[src/verilog/track_config.svh]
`ifndef TRACK_CONFIG_SVH
`define TRACK_CONFIG_SVH

//////////////////////////////
// colour detection levels
//////////////////////////////

// nibble strictly above this is bright
`define TRACK_HI_LEVEL 12
// nibble strictly below this is dark
`define TRACK_LO_LEVEL 3
// count must exceed this for a usable centroid
`define TRACK_MIN_PIXELS 5

//////////////////////////////
// frame and window geometry
//////////////////////////////

`define TRACK_WINDOW_FRAMES 16
`define TRACK_FRAME_WIDTH 320
`define TRACK_FRAME_HEIGHT 240

// datapath widths
`define TRACK_SUM_WIDTH 24
`define TRACK_COUNT_WIDTH 16
`define TRACK_MOTION_WIDTH 13

`endif
[src/verilog/pixel_pkg.sv]
package pixel_pkg;

    //////////////////////////////
    // camera pixel stream types
    //////////////////////////////

    // 4 bits per channel, red in the top nibble
    typedef struct packed {
        logic [3:0] r;
        logic [3:0] g;
        logic [3:0] b;
    } rgb444_t;

    // column 0..319
    typedef logic [8:0] coord_x_t;
    // row 0..239
    typedef logic [7:0] coord_y_t;

    // one beat, 30 bits
    // coordinates arrive with the colour
    typedef struct packed {
        logic     valid;
        rgb444_t  color;
        coord_x_t x;
        coord_y_t y;
    } pixel_beat_t;

endpackage

[src/verilog/track_pkg.sv]
package track_pkg;

    import pixel_pkg::*;

    `include "track_config.svh"

    //////////////////////////////
    // per-beat classification
    //////////////////////////////

    // at most one hit bit set per beat
    typedef struct packed {
        logic     hit_p1;
        logic     hit_p2;
        coord_x_t x;
        coord_y_t y;
    } player_hits_t;

    //////////////////////////////
    // per-frame result
    //////////////////////////////

    // valid pulses once per frame
    // x and y only meaningful with found set
    typedef struct packed {
        logic     valid;
        logic     found;
        coord_x_t x;
        coord_y_t y;
    } centroid_t;

    // sign-magnitude, sign 1 = negative
    typedef struct packed {
        logic                           sign;
        logic [`TRACK_MOTION_WIDTH-1:0] mag;
    } axis_motion_t;

    // one report per window
    typedef struct packed {
        logic         valid;
        axis_motion_t x;
        axis_motion_t y;
    } motion_report_t;

endpackage

[src/verilog/led_tracker_top.sv]
`timescale 1ns/10ps

module led_tracker_top
    import pixel_pkg::*, track_pkg::*;
(
    input  logic           clk_65mhz,
    input  logic           reset,
    input  pixel_beat_t    pixel_in,
    // high between frames
    input  logic           frame_done,
    output centroid_t      p1_centroid,
    output centroid_t      p2_centroid,
    output motion_report_t p1_motion,
    output motion_report_t p2_motion
);

    player_hits_t hits;
    logic         frame_close;

    //////////////////////////////
    // shared front end
    //////////////////////////////

    pixel_classifier i_classifier (
        .clk_65mhz   (clk_65mhz),
        .reset       (reset),
        .pixel_in    (pixel_in),
        .frame_done  (frame_done),
        .hits        (hits),
        .frame_close (frame_close)
    );

    //////////////////////////////
    // per player, red then white
    //////////////////////////////

    centroid_accumulator i_acc_p1 (
        .clk_65mhz   (clk_65mhz),
        .reset       (reset),
        .hit         (hits.hit_p1),
        .x           (hits.x),
        .y           (hits.y),
        .frame_close (frame_close),
        .centroid    (p1_centroid)
    );

    centroid_accumulator i_acc_p2 (
        .clk_65mhz   (clk_65mhz),
        .reset       (reset),
        .hit         (hits.hit_p2),
        .x           (hits.x),
        .y           (hits.y),
        .frame_close (frame_close),
        .centroid    (p2_centroid)
    );

    motion_tracker i_motion_p1 (
        .clk_65mhz (clk_65mhz),
        .reset     (reset),
        .centroid  (p1_centroid),
        .motion    (p1_motion)
    );

    motion_tracker i_motion_p2 (
        .clk_65mhz (clk_65mhz),
        .reset     (reset),
        .centroid  (p2_centroid),
        .motion    (p2_motion)
    );

endmodule

[src/verilog/motion_tracker.sv]
`timescale 1ns/10ps

`include "track_config.svh"

module motion_tracker
    import pixel_pkg::*, track_pkg::*;
(
    input  logic           clk_65mhz,
    input  logic           reset,
    input  centroid_t      centroid,
    output motion_report_t motion
);

    localparam int WIN   = `TRACK_WINDOW_FRAMES;
    localparam int WIN_W = $clog2(WIN);

    // last accepted coordinate is the reference for the next delta
    coord_x_t     cur_x;
    coord_y_t     cur_y;
    axis_motion_t total_x;
    axis_motion_t total_y;
    axis_motion_t delta_x;
    axis_motion_t delta_y;
    axis_motion_t next_x;
    axis_motion_t next_y;
    logic [WIN_W-1:0] frame_idx;
    logic         last_frame;
    logic         report_valid;
    axis_motion_t report_x;
    axis_motion_t report_y;

    //////////////////////////////
    // sign-magnitude helpers
    //////////////////////////////

    // new minus old
    function automatic axis_motion_t axis_delta(input logic [8:0] new_c,
                                                input logic [8:0] old_c);
        axis_motion_t d;
        d.sign = old_c > new_c;
        d.mag  = d.sign ? old_c - new_c : new_c - old_c;
        return d;
    endfunction

    // add one frame's delta into a window total
    function automatic axis_motion_t axis_fold(input axis_motion_t total,
                                               input axis_motion_t delta);
        axis_motion_t sum;
        if (total.sign == delta.sign) begin
            sum.sign = total.sign;
            sum.mag  = total.mag + delta.mag;
        end else if (total.mag > delta.mag) begin
            sum.sign = total.sign;
            sum.mag  = total.mag - delta.mag;
        end else begin
            // a tie lands here as zero with the new sign
            sum.sign = delta.sign;
            sum.mag  = delta.mag - total.mag;
        end
        return sum;
    endfunction

    always_comb begin
        // lost led means no movement this frame
        if (centroid.found) begin
            delta_x = axis_delta(centroid.x, cur_x);
            delta_y = axis_delta({1'b0, centroid.y}, {1'b0, cur_y});
        end else begin
            delta_x = '0;
            delta_y = '0;
        end
        next_x     = axis_fold(total_x, delta_x);
        next_y     = axis_fold(total_y, delta_y);
        last_frame = frame_idx == WIN_W'(WIN - 1);
    end

    //////////////////////////////
    // window state
    //////////////////////////////

    always_ff @(posedge clk_65mhz) begin
        if (reset) begin
            cur_x        <= '0;
            cur_y        <= '0;
            total_x      <= '0;
            total_y      <= '0;
            frame_idx    <= '0;
            report_valid <= 1'b0;
        end else begin
            report_valid <= centroid.valid && last_frame;
            if (centroid.valid) begin
                if (centroid.found) begin
                    cur_x <= centroid.x;
                    cur_y <= centroid.y;
                end
                // next window starts from zero
                if (last_frame) begin
                    frame_idx <= '0;
                    total_x   <= '0;
                    total_y   <= '0;
                end else begin
                    frame_idx <= frame_idx + 1'b1;
                    total_x   <= next_x;
                    total_y   <= next_y;
                end
            end
        end
    end

    // report includes the closing frame
    always_ff @(posedge clk_65mhz) begin
        if (reset) begin
            report_x <= '0;
            report_y <= '0;
        end else if (centroid.valid && last_frame) begin
            report_x <= next_x;
            report_y <= next_y;
        end
    end

    assign motion = '{valid: report_valid, x: report_x, y: report_y};

endmodule

[src/verilog/centroid_accumulator.sv]
`timescale 1ns/10ps

`include "track_config.svh"

module centroid_accumulator
    import pixel_pkg::*, track_pkg::*;
(
    input  logic      clk_65mhz,
    input  logic      reset,
    input  logic      hit,
    input  coord_x_t  x,
    input  coord_y_t  y,
    input  logic      frame_close,
    output centroid_t centroid
);

    localparam int SUM_W = `TRACK_SUM_WIDTH;
    localparam int CNT_W = `TRACK_COUNT_WIDTH;

    logic [CNT_W-1:0] run_count;
    logic [SUM_W-1:0] run_x_sum;
    logic [SUM_W-1:0] run_y_sum;
    logic [CNT_W-1:0] frame_count;
    logic [SUM_W-1:0] frame_x_sum;
    logic [SUM_W-1:0] frame_y_sum;
    logic             accept;
    logic             div_start;
    logic             div_busy;
    logic             found_q;
    coord_x_t         x_quot;
    coord_y_t         y_quot;
    logic             x_done;
    logic             y_done;

    // close while dividing is dropped
    assign accept = frame_close && !div_busy;

    //////////////////////////////
    // running totals
    //////////////////////////////

    always_ff @(posedge clk_65mhz) begin
        if (reset || accept) begin
            run_count <= '0;
            run_x_sum <= '0;
            run_y_sum <= '0;
        end else if (hit) begin
            run_count <= run_count + 1'b1;
            run_x_sum <= run_x_sum + x;
            run_y_sum <= run_y_sum + y;
        end
    end

    // frame snapshot, held for the whole division
    always_ff @(posedge clk_65mhz) begin
        if (accept) begin
            frame_count <= run_count;
            frame_x_sum <= run_x_sum;
            frame_y_sum <= run_y_sum;
        end
    end

    // divider kick and busy window
    always_ff @(posedge clk_65mhz) begin
        if (reset) begin
            div_start <= 1'b0;
            div_busy  <= 1'b0;
            found_q   <= 1'b0;
        end else begin
            div_start <= accept;
            if (accept) begin
                div_busy <= 1'b1;
                // too few pixels, also covers divide by zero
                found_q  <= run_count > `TRACK_MIN_PIXELS;
            end else if (x_done) begin
                div_busy <= 1'b0;
            end
        end
    end

    //////////////////////////////
    // dividers
    //////////////////////////////

    centroid_divider #(.quotient_t(coord_x_t)) i_div_x (
        .clk_65mhz (clk_65mhz),
        .reset     (reset),
        .start     (div_start),
        .dividend  (frame_x_sum),
        .divisor   (frame_count),
        .quotient  (x_quot),
        .done      (x_done)
    );

    centroid_divider #(.quotient_t(coord_y_t)) i_div_y (
        .clk_65mhz (clk_65mhz),
        .reset     (reset),
        .start     (div_start),
        .dividend  (frame_y_sum),
        .divisor   (frame_count),
        .quotient  (y_quot),
        .done      (y_done)
    );

    // both dividers finish together
    assign centroid = '{valid: x_done && y_done, found: found_q, x: x_quot, y: y_quot};

endmodule

[src/verilog/centroid_divider.sv]
`timescale 1ns/10ps

`include "track_config.svh"

module centroid_divider #(
    parameter type quotient_t = logic [8:0]
) (
    input  logic                          clk_65mhz,
    input  logic                          reset,
    input  logic                          start,
    input  logic [`TRACK_SUM_WIDTH-1:0]   dividend,
    input  logic [`TRACK_COUNT_WIDTH-1:0] divisor,
    output quotient_t                     quotient,
    output logic                          done
);

    localparam int SUM_W  = `TRACK_SUM_WIDTH;
    localparam int CNT_W  = `TRACK_COUNT_WIDTH;
    localparam int STEP_W = $clog2(SUM_W + 1);
    localparam int QUO_W  = $bits(quotient_t);

    logic              busy;
    logic [STEP_W-1:0] steps_left;
    logic [CNT_W-1:0]  rem_q;
    logic [CNT_W-1:0]  divisor_q;
    // dividend shifts out the top while quotient bits shift in at the bottom
    logic [SUM_W-1:0]  quo_q;
    logic [CNT_W:0]    trial;
    logic              fits;

    // remainder stays below the divisor so 17 bits hold the trial
    always_comb begin
        trial = {rem_q, quo_q[SUM_W-1]};
        fits  = trial >= {1'b0, divisor_q};
    end

    //////////////////////////////
    // step control
    //////////////////////////////

    // start ignored until the last bit is out
    always_ff @(posedge clk_65mhz) begin
        if (reset) begin
            busy       <= 1'b0;
            steps_left <= '0;
            done       <= 1'b0;
        end else begin
            done <= 1'b0;
            if (!busy) begin
                if (start) begin
                    busy       <= 1'b1;
                    steps_left <= STEP_W'(SUM_W);
                end
            end else begin
                steps_left <= steps_left - 1'b1;
                if (steps_left == 1) begin
                    busy <= 1'b0;
                    done <= 1'b1;
                end
            end
        end
    end

    // one quotient bit per cycle
    always_ff @(posedge clk_65mhz) begin
        if (reset) begin
            rem_q     <= '0;
            quo_q     <= '0;
            divisor_q <= '0;
        end else if (!busy && start) begin
            rem_q     <= '0;
            quo_q     <= dividend;
            divisor_q <= divisor;
        end else if (busy) begin
            rem_q <= fits ? CNT_W'(trial - {1'b0, divisor_q}) : trial[CNT_W-1:0];
            quo_q <= {quo_q[SUM_W-2:0], fits};
        end
    end

    // floor quotient with the upper bits dropped
    assign quotient = quo_q[QUO_W-1:0];

endmodule

[src/verilog/pixel_classifier.sv]
`timescale 1ns/10ps

`include "track_config.svh"

module pixel_classifier
    import pixel_pkg::*, track_pkg::*;
(
    input  logic         clk_65mhz,
    input  logic         reset,
    input  pixel_beat_t  pixel_in,
    input  logic         frame_done,
    output player_hits_t hits,
    output logic         frame_close
);

    logic red_bright;
    logic green_bright;
    logic blue_bright;
    logic green_dark;
    logic blue_dark;
    logic p1_pixel;
    logic p2_pixel;
    logic frame_done_d;

    //////////////////////////////
    // nibble tests
    //////////////////////////////

    always_comb begin
        red_bright   = pixel_in.color.r > `TRACK_HI_LEVEL;
        green_bright = pixel_in.color.g > `TRACK_HI_LEVEL;
        blue_bright  = pixel_in.color.b > `TRACK_HI_LEVEL;
        green_dark   = pixel_in.color.g < `TRACK_LO_LEVEL;
        blue_dark    = pixel_in.color.b < `TRACK_LO_LEVEL;
        // red led, strong red only
        p1_pixel = pixel_in.valid && red_bright && green_dark && blue_dark;
        // white led, player 1 wins any overlap
        p2_pixel = pixel_in.valid && red_bright && green_bright && blue_bright && !p1_pixel;
    end

    // one cycle of latency on the hit path
    always_ff @(posedge clk_65mhz) begin
        hits.x <= pixel_in.x;
        hits.y <= pixel_in.y;
        if (reset) begin
            hits.hit_p1 <= 1'b0;
            hits.hit_p2 <= 1'b0;
        end else begin
            hits.hit_p1 <= p1_pixel;
            hits.hit_p2 <= p2_pixel;
        end
    end

    //////////////////////////////
    // end of frame
    //////////////////////////////

    // frame_done high between frames, close on its falling edge
    always_ff @(posedge clk_65mhz) begin
        if (reset) begin
            frame_done_d <= 1'b0;
            frame_close  <= 1'b0;
        end else begin
            frame_done_d <= frame_done;
            frame_close  <= frame_done_d && !frame_done;
        end
    end

endmodule

[config.mk]
export PLATFORM = sky130hd
export DESIGN_NAME = led_tracker_top
export DESIGN_NICKNAME = d
export VERILOG_FILES = /design/src/verilog/pixel_pkg.sv /design/src/verilog/track_pkg.sv /design/src/verilog/led_tracker_top.sv /design/src/verilog/motion_tracker.sv /design/src/verilog/centroid_accumulator.sv /design/src/verilog/centroid_divider.sv /design/src/verilog/pixel_classifier.sv
export VERILOG_INCLUDE_DIRS = /design/src /design/src/verilog
export SDC_FILE = /design/constraint.sdc
export NUM_CORES = 2
export LEC_CHECK = 0
export ABC_AREA = 1
export BUFFER_PORTS_ARGS = -buffer_cell sky130_fd_sc_hd__buf_2
export CORE_UTILIZATION = 45
export CTS_CLUSTER_SIZE = 14
export DETAILED_ROUTE_END_ITERATION = 10
export SYNTH_ARGS = -nofsm -noshare
export SYNTH_HDL_FRONTEND = slang
export SYNTH_SLANG_ARGS = --single-unit
[constraint.sdc]
create_clock -name clk_65mhz -period 6.45 [get_ports clk_65mhz]
set_input_delay 1.29 -clock clk_65mhz [delete_from_list [all_inputs] [get_ports clk_65mhz]]
set_output_delay 1.29 -clock clk_65mhz [all_outputs]
set_load 0.005 [all_outputs]
==> impl_metrics.csv <==
group,metric,value,unit
routing,wire_per_inst,16.1,um
timing,final_max_slew_viol_count,0,
synth,avgSynthCellArea,6.90,um2
global_routing,grt_max_degree,124,
setup_path,crit_path_end_kind,"flip-flop",
worst_hold_path,hold_start,"i_acc_p2.run_count[15]",
power,seqPwrFrac,43.0,%
synth,synth_cells,6572,
clocking,hold_buffers,0,
power,p_total,10.4,mW
synth,async_reset_ff_share,0,%
die,io_pins,129,
layout,syn_to_final_growth,8.91,%
setup_path,start_kind,"flip-flop",
synth,ys_ff_latch,691,
timing,max_freq,0.210,GHz
timing,setup_tns,0,ns
synth,netlist_top_cells_area,"dfxtp_1, nand2_1, ha_1, edfxtp_1, inv_1",
flow_run,drv_cap,0,
synth,syn-num-nets,6983,
synth,ys_warn_count,0,
power,power_switching,2.78,mW
synth,ys_types,56,
layout,antennaDiodeCount,0,
timing,rsz0062_at_grt,"false",
timing,finClkSkew,0.0373,ns
setup_path,crit_top_cell,"nand2_1",
outcome,outcome,"finished, final reports clean",
clocking,cts_tree,"yes",
setup_path,r2r_cells,23,
setup_path,worst_path_max_delay_cell,"nor2_1",
global_routing,grt_usage,24.6,%
place,place_congestion,0.957,
die,start_util,45.3,%
synth,synthFlopType,"dfxtp_1",
synth,yosysSeqAreaShare,33.3,%
setup_path,slowest_delay,0.66,ns
power,p_clk_share,46.0,%
synth,synth_area,45300,um2
power,leakagePower,23.8,nW
clocking,cts.sinks,691,
routing,dr.first_iter.drc_count,2969,
routing,firstDrtPassIters,6,
setup_path,crit_fanout,11,
clocking,cts_resized,0,
die,coreArea,100000,um2
die,fp.dieW,319,um
layout,nets,6982,
routing,num_vias,41100,
synth,synth_common_cells,"nand2_1, inv_1, dfxtp_1",
setup_path,path_cells,"inv_1, ha_1, a21oi_1, nand2_1, nand2_1, nand3_2, nand2_2, inv_2, o21ai_0, nand2_1, nor2_1, inv_1, ha_1, nand2_1, nor2_1, and2_1, nand2_2, a21oi_4, nand2_1, nand2_1, nand2_1, nand3_1, a21oi_1",
power,swShare,26.7,%
synth,netlist.area_leader.share,24.9,%
place,port-buffer-count,128,
global_routing,antenna_found_initial,0,
die,dieHeight,319,um
global_routing,grt_overflow,0,
die,die-area,102000,um2
worst_hold_path,whs_path_depth,0,
clocking,cts-root-buf,"clkbuf_16",
timing,finalHoldViolCount,0,
power,ir_drop,0.209,mV
setup_path,path_class,"reg -> reg",
synth,synth_edf_count,128,
clocking,clk_path_buf_depth,3,
global_routing,grt_pass1_vias,38400,
timing,tightest_slew,1.15,ns
setup_path,worstPathArrival,5.30,ns
clocking,ctsHtreeMaxLevel,3,
timing,min_period_over_period,73.8,%
clocking,clk_pin_slew,0.06,ns
layout,drive_gt1_share,6.10,%
timing,setup-violations-final,0,
setup_path,r2r-end,"i_motion_p1.total_x[10]",
place,dpl.hpwl,94.8,mm
synth,synth_area_leader_cell,"dfxtp_1",
die,rows,116,
global_routing,grt_pass1_wl,205,mm
routing,drt_wl_total,128,mm
setup_path,worstPathRequired,6.99,ns
worst_hold_path,hold_end,"i_acc_p2.frame_count[15]",
setup_path,r2r_start,"i_acc_p1.i_div_x.quo_q[5]",
routing,drc,0,
power,combPwrFrac,11.0,%
power,internal_power,7.64,mW
setup_path,ff2ff_setup_slack,1.69,ns
synth,yosysMostFrequentCell,"nand2_1",
timing,fin_crit,4.76,ns
clocking,clk_latency,0.68,ns
worst_hold_path,worstHoldPathType,"reg -> reg",
power,power_density,211,nW/um2
setup_path,cp-startpoint,"i_acc_p1.i_div_x.quo_q[5]",
clocking,post_cts_buffers,0,
routing,ant_nets,0,
timing,slew_headroom,23.6,%
routing,vias_per_cell,5.17,
clocking,cts_buffers,83,
cells in the final DEF, fill, tap and decap left out, drive strengths merged, types with 40 or more instances in the layout:
master	netlist	final
dfxtp	563	563
nand4	100	100
nor3	55	55
xnor2	40	40
edfxtp	128	128
nand3b	95	95
buf	136	160
nor2	375	375
a21oi	526	526
o21ai	310	310
inv	948	953
nand3	530	530
clkbuf	110	112
nand2	1954	1954
ha	350	350
xor2	120	120
power groups by stage:
stage                     sequential [mW]  clock (mW)  combinational, mW
after floorplan                      4.55           0              0.898
after global routing                 4.48        5.08               1.30
after CTS                            4.48        4.92               1.14
after detailed placement             4.57           0               1.14
final                                4.48        4.79               1.15
after global placement               4.57           0               1.13
layout make-up:
class	count	area, um2
Clock buffer	112	2260
Clock inverter	39	515
Fill cell	10200	50600
Inverter	954	3590
Multi-Input combinational cell	4681	25400
Sequential cell	691	15100
Tap cell	1298	1620
Timing Repair Buffer	160	908
kinds of logic (layout without fill, tap and decap cells):
logic type,Yosys count,in the layout,share of synthesized area (%)
mux,1,1,0.0221
flops,691,691,33.3
compound gates,983,983,11.9
buf+inv,1200,1265,10.8
fa+ha+maj,378,378,10.9
xor+xnor,160,160,3.09
simple gates,3159,3159,30.0
critical path: cells and delay by family, from the launching register on:
family | cells | cell delay (ns)
adder cells (fa/ha/maj) | 2 | 0.87
AO/OA/AOI/OAI | 4 | 0.79
AND/OR/NAND/NOR | 14 | 2.07
flip-flops | 1 | 0.44
buffers and inverters | 3 | 0.46
metal layers:
layer  track usage (%)  vias up  share of wire (%)
li1                  -    21200                  -
met1              35.2    18800                 49
met2              38.9      898                 44
met3              2.85      148                5.0
met4              6.77        0                2.0
met5                 0        -                  0
per-stage QoR:
stage	cells	util [%]	hold WS (ns)	area (um2)	setup WS (ns)
final	7935	49.4	0.426	49400	1.69
after global routing	7935	49.4	0.434	49400	1.24
after CTS	7935	49.4	0.431	49400	1.71
after detailed placement	7784	46.6	0.416	46600	1.73
after global placement	7784	46.6	0.411	46600	1.89
after floorplan	6572	-	0.404	45300	2.31
worst max-delay path by stage:
stage	depth (start not counted)	to	slack, ns
final	23	i_motion_p1.total_x[10]	1.69
after global routing	24	i_motion_p1.total_y[10]	1.24
after CTS	24	i_motion_p1.total_y[9]	1.71
after detailed placement	21	i_motion_p1.total_y[9]	1.73
after global placement	21	i_motion_p2.total_y[6]	1.89
after floorplan	8	i_acc_p1.run_y_sum[4]	2.31
Note: power is estimated with default switching activity, not from simulation.
